**src/hdl/upsample_pkg.sv**
```systemverilog
package upsample_pkg;

	// Word index of a configuration register, byte address bits 3:2
	typedef enum logic [1:0] {
		UPSTR   = 2'd0,
		UPENDR  = 2'd1,
		UPSRCAR = 2'd2,
		UPDSTAR = 2'd3
	} crf_reg_e;

	// UPSTR layout
	typedef struct packed {
		logic [19:0] rsvd;
		// Number of input samples in the job
		logic [10:0] count;
		logic        go;
	} up_ctrl_t;

	typedef logic signed [15:0] sample_t;

	// PL side write request, held until it lands
	typedef struct packed {
		logic        wrt;
		crf_reg_e    addr;
		logic [31:0] data;
	} pl_wr_t;

	// Interpolated pair, mid goes to addr and cur to addr+1
	typedef struct packed {
		logic        valid;
		sample_t     mid;
		sample_t     cur;
		logic        last;
		logic [15:0] addr;
	} pair_t;

	// One destination word write
	typedef struct packed {
		logic        en;
		logic [15:0] addr;
		sample_t     data;
	} mem_wr_t;

	localparam logic [1:0] RESP_OKAY = 2'b00;

endpackage

```
**src/hdl/config_register_file.sv**
```systemverilog
`timescale 1ns/10ps

module config_register_file import upsample_pkg::*; #(
	parameter int AXI_DATA_WIDTH = 32,
	parameter int AXI_ADDR_WIDTH = 32
) (
	input  logic                        clk,
	input  logic                        rst_n,
	// Write address channel
	input  logic                        s_axi_awvalid,
	output logic                        s_axi_awready,
	input  logic [AXI_ADDR_WIDTH-1:0]   s_axi_awaddr,
	input  logic [2:0]                  s_axi_awprot,
	// Write data channel
	input  logic                        s_axi_wvalid,
	output logic                        s_axi_wready,
	input  logic [AXI_DATA_WIDTH-1:0]   s_axi_wdata,
	input  logic [AXI_DATA_WIDTH/8-1:0] s_axi_wstrb,
	// Write response channel
	output logic                        s_axi_bvalid,
	input  logic                        s_axi_bready,
	output logic [1:0]                  s_axi_bresp,
	// Read address channel
	input  logic                        s_axi_arvalid,
	output logic                        s_axi_arready,
	input  logic [AXI_ADDR_WIDTH-1:0]   s_axi_araddr,
	input  logic [2:0]                  s_axi_arprot,
	// Read data channel
	output logic                        s_axi_rvalid,
	input  logic                        s_axi_rready,
	output logic [AXI_DATA_WIDTH-1:0]   s_axi_rdata,
	output logic [1:0]                  s_axi_rresp,
	// PL write port
	input  pl_wr_t                      pl_wr,
	output logic                        wbusy,
	// Register view for the controller
	output up_ctrl_t                    cfg_upstr,
	output logic [AXI_DATA_WIDTH-1:0]   cfg_upendr,
	output logic [AXI_DATA_WIDTH-1:0]   cfg_srcar,
	output logic [AXI_DATA_WIDTH-1:0]   cfg_dstar,
	output logic                        irq
);

	// Register array, indexed by crf_reg_e
	logic [AXI_DATA_WIDTH-1:0] regs [4];

	// Single flop drives awready, wready and wbusy
	logic     wr_acc;
	logic     ar_acc;
	logic     pl_land;
	logic     axi_wren;
	logic     axi_rden;
	logic     aw_hit;
	logic     ar_hit;
	crf_reg_e aw_idx;
	crf_reg_e ar_idx;

	assign cfg_upstr  = up_ctrl_t'(regs[UPSTR]);
	assign cfg_upendr = regs[UPENDR];
	assign cfg_srcar  = regs[UPSRCAR];
	assign cfg_dstar  = regs[UPDSTAR];
	// Done flag doubles as the interrupt
	assign irq        = regs[UPENDR][0];

	// Only the first 16 bytes are mapped
	assign aw_hit = (s_axi_awaddr[AXI_ADDR_WIDTH-1:4] == '0);
	assign ar_hit = (s_axi_araddr[AXI_ADDR_WIDTH-1:4] == '0);
	assign aw_idx = crf_reg_e'(s_axi_awaddr[3:2]);
	assign ar_idx = crf_reg_e'(s_axi_araddr[3:2]);

	assign s_axi_awready = wr_acc;
	assign s_axi_wready  = wr_acc;
	// PL side must wait while a PS write lands
	assign wbusy         = wr_acc;
	assign s_axi_bresp   = RESP_OKAY;
	assign s_axi_rresp   = RESP_OKAY;
	assign s_axi_arready = ar_acc;

	assign pl_land  = pl_wr.wrt & ~wbusy;
	assign axi_wren = wr_acc & s_axi_awvalid & s_axi_wvalid;
	assign axi_rden = ar_acc & s_axi_arvalid;

	// Accept a PS write only with both channels present and no response pending
	// A PL request in the same cycle wins, PS retries later
	always_ff @(posedge clk or negedge rst_n) begin
		if (!rst_n) begin
			wr_acc <= 1'b0;
		end else begin
			wr_acc <= ~wr_acc & s_axi_awvalid & s_axi_wvalid & ~s_axi_bvalid & ~pl_wr.wrt;
		end
	end

	// Register writes, PL first
	always_ff @(posedge clk or negedge rst_n) begin
		if (!rst_n) begin
			for (int i = 0; i < 4; i++) begin
				regs[i] <= '0;
			end
		end else if (pl_land) begin
			regs[pl_wr.addr] <= pl_wr.data;
		end else if (axi_wren && aw_hit) begin
			// Strobes ignored, full word written
			regs[aw_idx] <= s_axi_wdata;
		end
	end

	// Write response, held until bready
	always_ff @(posedge clk or negedge rst_n) begin
		if (!rst_n) begin
			s_axi_bvalid <= 1'b0;
		end else if (s_axi_bvalid) begin
			if (s_axi_bready) begin
				s_axi_bvalid <= 1'b0;
			end
		end else if (axi_wren) begin
			s_axi_bvalid <= 1'b1;
		end
	end

	// arready pulse, blocked while read data waits
	always_ff @(posedge clk or negedge rst_n) begin
		if (!rst_n) begin
			ar_acc <= 1'b0;
		end else begin
			ar_acc <= s_axi_arvalid & ~ar_acc & ~s_axi_rvalid;
		end
	end

	// Read data, no coherence with PL writes
	always_ff @(posedge clk or negedge rst_n) begin
		if (!rst_n) begin
			s_axi_rvalid <= 1'b0;
			s_axi_rdata  <= '0;
		end else if (s_axi_rvalid) begin
			if (s_axi_rready) begin
				s_axi_rvalid <= 1'b0;
			end
		end else if (axi_rden) begin
			s_axi_rvalid <= 1'b1;
			// Unmapped addresses read zero
			s_axi_rdata  <= ar_hit ? regs[ar_idx] : '0;
		end
	end

endmodule

```
**src/hdl/upsample_ctrl.sv**
```systemverilog
`timescale 1ns/10ps

module upsample_ctrl import upsample_pkg::*; #(
	parameter int MEM_ADDR_WIDTH = 16
) (
	input  logic                      clk,
	input  logic                      rst_n,
	input  up_ctrl_t                  cfg_upstr,
	input  logic [31:0]               cfg_srcar,
	input  logic [31:0]               cfg_dstar,
	input  logic                      wbusy,
	input  logic                      last_done,
	output pl_wr_t                    pl_wr,
	output logic                      mem_rd_en,
	output logic [MEM_ADDR_WIDTH-1:0] mem_rd_addr,
	output logic [15:0]               job_dst,
	output logic                      rd_last,
	output logic                      rd_issue
);

	typedef enum logic [2:0] {
		S_IDLE,
		S_CLR_GO,
		S_FETCH,
		S_DRAIN,
		S_POST
	} state_e;

	state_e                    state;
	state_e                    state_nxt;
	logic [10:0]               cnt_q;
	logic [10:0]               rd_cnt;
	logic [MEM_ADDR_WIDTH-1:0] src_q;
	logic [15:0]               dst_q;
	// Spacing toggle, reads only when low
	logic                      phase;
	logic                      pl_land;
	logic                      issue;

	assign pl_land     = pl_wr.wrt & ~wbusy;
	assign issue       = (state == S_FETCH) & ~phase;
	assign mem_rd_en   = issue;
	assign rd_issue    = issue;
	assign rd_last     = issue & (rd_cnt == cnt_q - 11'd1);
	assign mem_rd_addr = src_q + MEM_ADDR_WIDTH'(rd_cnt);
	assign job_dst     = dst_q;

	// PL write request is a level decoded from state
	always_comb begin
		pl_wr = '0;
		case (state)
			S_CLR_GO: begin
				pl_wr.wrt  = 1'b1;
				pl_wr.addr = UPSTR;
				pl_wr.data = 32'd0;
			end
			S_POST: begin
				pl_wr.wrt  = 1'b1;
				pl_wr.addr = UPENDR;
				pl_wr.data = 32'd1;
			end
			default: ;
		endcase
	end

	always_comb begin
		state_nxt = state;
		case (state)
			S_IDLE:   if (cfg_upstr.go) state_nxt = S_CLR_GO;
			// Empty job skips straight to done
			S_CLR_GO: if (pl_land) state_nxt = (cnt_q == '0) ? S_POST : S_FETCH;
			S_FETCH:  if (rd_last) state_nxt = S_DRAIN;
			S_DRAIN:  if (last_done) state_nxt = S_POST;
			S_POST:   if (pl_land) state_nxt = S_IDLE;
			default:  state_nxt = S_IDLE;
		endcase
	end

	always_ff @(posedge clk or negedge rst_n) begin
		if (!rst_n) begin
			state  <= S_IDLE;
			cnt_q  <= '0;
			rd_cnt <= '0;
			phase  <= 1'b0;
		end else begin
			state <= state_nxt;
			if (state == S_IDLE) begin
				cnt_q  <= cfg_upstr.count;
				rd_cnt <= '0;
				phase  <= 1'b0;
			end else if (state == S_FETCH) begin
				phase <= ~phase;
				if (issue) begin
					rd_cnt <= rd_cnt + 11'd1;
				end
			end
		end
	end

	// Job addresses, latched while idle
	always_ff @(posedge clk) begin
		if (state == S_IDLE) begin
			src_q <= cfg_srcar[MEM_ADDR_WIDTH-1:0];
			dst_q <= cfg_dstar[15:0];
		end
	end

endmodule

```
**src/hdl/interp_stage.sv**
```systemverilog
`timescale 1ns/10ps

module interp_stage import upsample_pkg::*; (
	input  logic        clk,
	input  logic        rst_n,
	input  logic        rd_issue,
	input  logic        rd_last,
	input  logic [15:0] job_dst,
	input  sample_t     mem_rd_data,
	output pair_t       pair
);

	// Read tags aligned with memory data
	logic               issue_d;
	logic               last_d;
	// Pair index within the job
	logic [10:0]        idx;
	sample_t            prev;
	sample_t            prev_eff;
	logic signed [16:0] sum;
	logic               p_valid;
	logic               p_last;
	sample_t            p_mid;
	sample_t            p_cur;
	logic [15:0]        p_addr;

	// Previous sample counts as zero on the first read of a job
	assign prev_eff = (idx == '0) ? sample_t'(0) : prev;
	assign sum      = 17'(prev_eff) + 17'(mem_rd_data);

	assign pair.valid = p_valid;
	assign pair.mid   = p_mid;
	assign pair.cur   = p_cur;
	assign pair.last  = p_last;
	assign pair.addr  = p_addr;

	always_ff @(posedge clk or negedge rst_n) begin
		if (!rst_n) begin
			issue_d <= 1'b0;
			last_d  <= 1'b0;
			idx     <= '0;
			p_valid <= 1'b0;
			p_last  <= 1'b0;
		end else begin
			issue_d <= rd_issue;
			last_d  <= rd_last;
			p_valid <= issue_d;
			p_last  <= issue_d & last_d;
			if (issue_d) begin
				// Restart the index after the final sample
				idx <= last_d ? '0 : idx + 11'd1;
			end
		end
	end

	// Sample payload
	always_ff @(posedge clk) begin
		if (issue_d) begin
			prev   <= mem_rd_data;
			// Arithmetic shift right by one
			p_mid  <= sum[16:1];
			p_cur  <= mem_rd_data;
			p_addr <= job_dst + 16'({idx, 1'b0});
		end
	end

endmodule

```
**src/hdl/store_stage.sv**
```systemverilog
`timescale 1ns/10ps

module store_stage import upsample_pkg::*; #(
	parameter int MEM_ADDR_WIDTH = 16
) (
	input  logic    clk,
	input  logic    rst_n,
	input  pair_t   pair,
	output mem_wr_t mem_wr,
	output logic    last_done
);

	// Slot A holds the pair, mid written from here
	logic                      a_valid;
	logic                      a_last;
	sample_t                   a_cur;
	sample_t                   a_mid;
	logic [MEM_ADDR_WIDTH-1:0] a_addr;
	// Slot B holds cur one cycle later
	logic                      b_valid;
	logic                      b_last;
	sample_t                   b_cur;
	logic [MEM_ADDR_WIDTH-1:0] b_addr;

	// Read spacing keeps A and B from being valid together
	always_comb begin
		mem_wr = '0;
		if (a_valid) begin
			mem_wr.en   = 1'b1;
			mem_wr.addr = 16'(a_addr);
			mem_wr.data = a_mid;
		end else if (b_valid) begin
			mem_wr.en   = 1'b1;
			mem_wr.addr = 16'(b_addr);
			mem_wr.data = b_cur;
		end
	end

	assign last_done = b_valid & b_last;

	always_ff @(posedge clk or negedge rst_n) begin
		if (!rst_n) begin
			a_valid <= 1'b0;
			a_last  <= 1'b0;
			b_valid <= 1'b0;
			b_last  <= 1'b0;
		end else begin
			a_valid <= pair.valid;
			a_last  <= pair.valid & pair.last;
			b_valid <= a_valid;
			b_last  <= a_valid & a_last;
		end
	end

	always_ff @(posedge clk) begin
		if (pair.valid) begin
			a_mid  <= pair.mid;
			a_cur  <= pair.cur;
			a_addr <= MEM_ADDR_WIDTH'(pair.addr);
		end
		if (a_valid) begin
			b_cur  <= a_cur;
			// cur lands right after mid
			b_addr <= a_addr + 1'b1;
		end
	end

endmodule

```
**src/hdl/upsampler_top.sv**
```systemverilog
`timescale 1ns/10ps

module upsampler_top import upsample_pkg::*; #(
	parameter int AXI_DATA_WIDTH = 32,
	parameter int AXI_ADDR_WIDTH = 32,
	parameter int MEM_ADDR_WIDTH = 16
) (
	input  logic                        clk,
	input  logic                        rst_n,
	input  logic                        s_axi_awvalid,
	output logic                        s_axi_awready,
	input  logic [AXI_ADDR_WIDTH-1:0]   s_axi_awaddr,
	input  logic [2:0]                  s_axi_awprot,
	input  logic                        s_axi_wvalid,
	output logic                        s_axi_wready,
	input  logic [AXI_DATA_WIDTH-1:0]   s_axi_wdata,
	input  logic [AXI_DATA_WIDTH/8-1:0] s_axi_wstrb,
	output logic                        s_axi_bvalid,
	input  logic                        s_axi_bready,
	output logic [1:0]                  s_axi_bresp,
	input  logic                        s_axi_arvalid,
	output logic                        s_axi_arready,
	input  logic [AXI_ADDR_WIDTH-1:0]   s_axi_araddr,
	input  logic [2:0]                  s_axi_arprot,
	output logic                        s_axi_rvalid,
	input  logic                        s_axi_rready,
	output logic [AXI_DATA_WIDTH-1:0]   s_axi_rdata,
	output logic [1:0]                  s_axi_rresp,
	output logic                        irq,
	// External sample memory
	output logic                        mem_rd_en,
	output logic [MEM_ADDR_WIDTH-1:0]   mem_rd_addr,
	input  sample_t                     mem_rd_data,
	output mem_wr_t                     mem_wr
);

	pl_wr_t                    pl_wr;
	logic                      wbusy;
	up_ctrl_t                  cfg_upstr;
	logic [AXI_DATA_WIDTH-1:0] cfg_srcar;
	logic [AXI_DATA_WIDTH-1:0] cfg_dstar;
	logic [15:0]               job_dst;
	logic                      rd_issue;
	logic                      rd_last;
	pair_t                     pair;
	logic                      last_done;

	config_register_file #(
		.AXI_DATA_WIDTH(AXI_DATA_WIDTH),
		.AXI_ADDR_WIDTH(AXI_ADDR_WIDTH)
	) u_crf (
		.clk(clk), .rst_n(rst_n),
		.s_axi_awvalid(s_axi_awvalid), .s_axi_awready(s_axi_awready),
		.s_axi_awaddr(s_axi_awaddr), .s_axi_awprot(s_axi_awprot),
		.s_axi_wvalid(s_axi_wvalid), .s_axi_wready(s_axi_wready),
		.s_axi_wdata(s_axi_wdata), .s_axi_wstrb(s_axi_wstrb),
		.s_axi_bvalid(s_axi_bvalid), .s_axi_bready(s_axi_bready),
		.s_axi_bresp(s_axi_bresp),
		.s_axi_arvalid(s_axi_arvalid), .s_axi_arready(s_axi_arready),
		.s_axi_araddr(s_axi_araddr), .s_axi_arprot(s_axi_arprot),
		.s_axi_rvalid(s_axi_rvalid), .s_axi_rready(s_axi_rready),
		.s_axi_rdata(s_axi_rdata), .s_axi_rresp(s_axi_rresp),
		.pl_wr(pl_wr), .wbusy(wbusy),
		.cfg_upstr(cfg_upstr), .cfg_upendr(), .cfg_srcar(cfg_srcar),
		.cfg_dstar(cfg_dstar), .irq(irq)
	);

	upsample_ctrl #(.MEM_ADDR_WIDTH(MEM_ADDR_WIDTH)) u_ctrl (
		.clk(clk), .rst_n(rst_n),
		.cfg_upstr(cfg_upstr), .cfg_srcar(cfg_srcar), .cfg_dstar(cfg_dstar),
		.wbusy(wbusy), .last_done(last_done), .pl_wr(pl_wr),
		.mem_rd_en(mem_rd_en), .mem_rd_addr(mem_rd_addr), .job_dst(job_dst),
		.rd_last(rd_last), .rd_issue(rd_issue)
	);

	interp_stage u_interp (
		.clk(clk), .rst_n(rst_n), .rd_issue(rd_issue), .rd_last(rd_last),
		.job_dst(job_dst), .mem_rd_data(mem_rd_data), .pair(pair)
	);

	store_stage #(.MEM_ADDR_WIDTH(MEM_ADDR_WIDTH)) u_store (
		.clk(clk), .rst_n(rst_n), .pair(pair), .mem_wr(mem_wr), .last_done(last_done)
	);

endmodule

```
**config.mk**
```make
export PLATFORM = sky130hd
export DESIGN_NAME = upsampler_top
export DESIGN_NICKNAME = d
export VERILOG_FILES = /design/src/hdl/upsample_pkg.sv /design/src/hdl/config_register_file.sv /design/src/hdl/upsample_ctrl.sv /design/src/hdl/interp_stage.sv /design/src/hdl/store_stage.sv /design/src/hdl/upsampler_top.sv
export SDC_FILE = /design/constraint.sdc
export NUM_CORES = 1
export LEC_CHECK = 0
export BUFFER_PORTS_ARGS = -buffer_cell sky130_fd_sc_hd__buf_2
export CAP_MARGIN = 0
export CELL_PAD_IN_SITES_DETAIL_PLACEMENT = 0
export CELL_PAD_IN_SITES_GLOBAL_PLACEMENT = 1
export CORE_MARGIN = 4
export CORE_UTILIZATION = 47
export DETAILED_ROUTE_END_ITERATION = 10
export PLACE_DENSITY = 0.91
export SYNTH_ARGS = -nofsm -noshare
export SYNTH_HDL_FRONTEND = slang
export SYNTH_SLANG_ARGS = --single-unit
```
**constraint.sdc**
```tcl
create_clock -name clk -period 4.3 [get_ports clk]
set_input_delay 0.43 -clock clk [delete_from_list [all_inputs] [get_ports clk]]
set_output_delay 0.43 -clock clk [all_outputs]
set_load 0.1 [all_outputs]
```
==> results.json <==
{
  "clock_tree.root_cell": "clkbuf_16",
  "overflow": 0,
  "firstDrtPassIters": 5,
  "hpwl_um": 25630,
  "synth_mux_area_share_pct": 9.277,
  "ant_nets": 0,
  "synth.avg_cell_area_sq_um": 12.65,
  "start_kind": "flop",
  "synth_top_family_by_area": "simple AND/OR/NAND/NOR gates",
  "worstMarginPinSlew_ns": 1.162,
  "vias": 11100,
  "powerDensity_nw_per_um2": 434.3,
  "setup_viol": 0,
  "nFillCells": 2850,
  "drc": 0,
  "fin_cells": 2010,
  "drt-initial-drc-count": 753,
  "start_util_pct": 48.06,
  "max-cap-violations": 0,
  "crit_path_max_incr_delay_ns": 0.50,
  "antenna_found_initial": 2,
  "synth_top_flop_cell": "dfrtp_1",
  "grt_pass1_wl_um": 60330,
  "fin_crit_sh_pct": 91.82,
  "crit_path_end_kind": "output pin",
  "fp.dieArea_sq_um": 38660,
  "finalWeightedCongestion": 0.8478,
  "nNetsFinal": 1699,
  "rr_worst_depth": 13,
  "syn_area_sq_um": 16720,
  "placed_area_sq_um": 18210,
  "port_buffers": 202,
  "fin_skew_ns": 0.02311,
  "hold_violations": 0,
  "clock-sinks": 369,
  "post-cts-setup-buffers": 0,
  "fin_tns_setup_ns": 0,
  "cts_tree": "yes",
  "ys_seq_elements": 369,
  "die_y_um": 196.6,
  "hold_buffers": 0,
  "slowest_stage": "buf_2",
  "clkSlewWorstSetupHoldPaths_ns": 0.06,
  "final_max_slew_viol_count": 0,
  "worstSetupPathType": "reg2out",
  "crit_path_max_fanout": 8,
  "synth_compound_area_share_pct": 9.262,
  "seq_area_sq_um": 10040,
  "power_uw": 8483,
  "synth_xor_area_share_pct": 3.823,
  "crit_top_cell": "o21ai_0",
  "syn_to_final_growth_pct": 16.78,
  "yosys.area_share.simple_pct": 11.07,
  "cp_data_required_time_ns": 3.87,
  "cp.buffers_inverters": 1,
  "rsz0062_at_grt": "no",
  "final.min_clock_period_ns": 3.948,
  "max_freq_mhz": 253.3,
  "viasPerCell": 5.521,
  "synth_fa_ha_area_share_pct": 3.576,
  "ioPinCount": 221,
  "drive_gt1_share_pct": 25.35,
  "status": "finished, final reports clean",
  "totalWireLength_um": 37670,
  "ir_worst_vdd_v": 0.0005554,
  "placementRows": 68,
  "die-width_um": 196.6,
  "holdWs_ns": 0.04427,
  "postSynthCellCount": 1322,
  "critPathArrivalTime_ns": 3.52,
  "core_sq_um": 34800,
  "cp_top_family": "compound AO/OA/AOI/OAI gates",
  "synth_edf_count": 160,
  "grt_pass1_vias": 11260,
  "clk_latency_ns": 0.53,
  "worstPathCellList": "ha_1 -> o21ai_0 -> o21a_1 -> o31ai_1 -> o21ai_0 -> nor3b_1 -> xor2_1 -> buf_2",
  "grt_usage_pct": 19.32,
  "cts-htree-levels": 2,
  "maxSlewHeadroom_pct": 22.38,
  "ys_seq_area_share_pct": 60.00,
  "wire_per_inst_um": 18.74,
  "crit_cells": 8,
  "hold_class": "in2async",
  "grt_max_degree": 131,
  "dp_cells": 1938,
  "finalInstanceArea_sq_um": 19530,
  "async_flop_share_pct": 56.64,
  "numCtsBuffers": 39,
  "yosys_warnings": 0,
  "cts_resized": 0,
  "total_leakage_power_uw": 0.008848,
  "multi_input_area_sq_um": 6246,
  "clock_path_buffers": 3,
  "synth.distinct_cells": 68
}
## cells by family (layout without fill, tap and decap cells)
kind of cell | count (synthesis) | after routing
AO/OA/AOI/OAI | 231 | 231
XOR/XNOR | 73 | 73
adder cells (fa/ha/maj) | 46 | 46
buffers and inverters | 117 | 346
flip-flops | 369 | 369
multiplexers | 106 | 106
other | 1 | 5
AND/OR/NAND/NOR | 379 | 379
## Yosys cell counts (all sizes together), types with 15 or more instances
cell,instances,area (sq um)
a21oi,36,180.2
a22o,63,551.8
and2,22,137.6
buf,29,160.1
clkbuf,28,108.9
dfrtp,209,5230
edfxtp,160,4805
ha,43,538.0
inv,60,227.7
mux2,72,810.8
mux4,32,720.7
nand2,150,565.6
nand3,51,255.2
nand4,19,118.9
nor2,55,206.5
nor3,15,80.08
nor4,21,161.4
o21ai,78,390.4
xnor2,43,376.6
xor2,30,262.8
## layout by cell type, fill, tap and decap left out, types with 12 or more instances in the layout
cell	Yosys	layout
a21oi_1	36	35
a22o_1	63	63
and2_1	22	22
buf_2	17	201
buf_4	6	12
clkbuf_1	27	12
clkbuf_16	0	41
dfrtp_1	209	206
edfxtp_1	160	160
ha_1	43	43
inv_1	59	59
mux2_2	69	69
mux4_2	32	32
nand2_1	149	148
nand3_1	51	49
nand4_1	19	19
nor2_1	55	54
nor3_1	14	14
nor4_1	19	19
o21ai_0	46	46
o21ai_1	32	32
xnor2_1	43	43
xor2_1	30	30
## sequential cells by signal, indices dropped and copies added, names as in the netlist, 32 cells and up
name	flops
u_crf.cfg_srcar	32
u_crf.cfg_dstar	32
u_crf.cfg_upendr	32
u_crf.cfg_upstr	32
u_crf.s_axi_rdata	32
## worst paths after layout
kind	start	end	slack, ns
min in group clk	s_axi_rready	u_crf.s_axi_rvalid	0.08
setup reg to reg	u_interp.idx[1]	u_interp.p_mid[15]	0.57
setup / recovery	u_ctrl.rd_cnt[2]	mem_rd_addr[15]	0.35
hold reg to reg	u_interp.p_addr[9]	u_store.a_addr[9]	0.41
hold / removal	rst_n	u_crf.s_axi_rdata[5]	0.04
max in group asynchronous	rst_n	u_crf.cfg_upendr[17]	3.22
## layout make-up
class                      instances  area share, %
antenna                            1        0.01281
clock buffer                      55          5.625
clock inverter                    16          1.115
inverter                          60          1.166
multi-input combinational        839          31.98
sequential                       369          51.40
tap                              455          2.915
timing repair buffer             215          5.785
## layer usage
metal / up-vias / part of all wire (%) / track usage [%]
met2: 349 / 47 / 31.33
li1: 5230 / - / -
met4: 2 / 2.1 / 5.008
met1: 5459 / 44 / 27.02
met3: 58 / 7.0 / 4.000
met5: - / 0.032 / 0
## power by group
part | switching (uW) | internal, uW | total [uW] | leakage [uW]
clock | 1350 | 2090 | 3440 | 0.000632
combinational | 888 | 256 | 1140 | 0.00366
sequential | 80.9 | 3820 | 3900 | 0.00455
total | 2320 | 6160 | 8480 | 0.00885
## per-stage QoR
stage                     setup slack, ns  utilization (%)
after detailed placement           0.5748            52.33
final                              0.3516            56.12
after CTS                          0.3724            56.12
after global placement             0.6670            52.33
after floorplan                    0.4864                -
after global routing               0.1361            56.12
No activity file was read; power rests on OpenSTA's default activity.
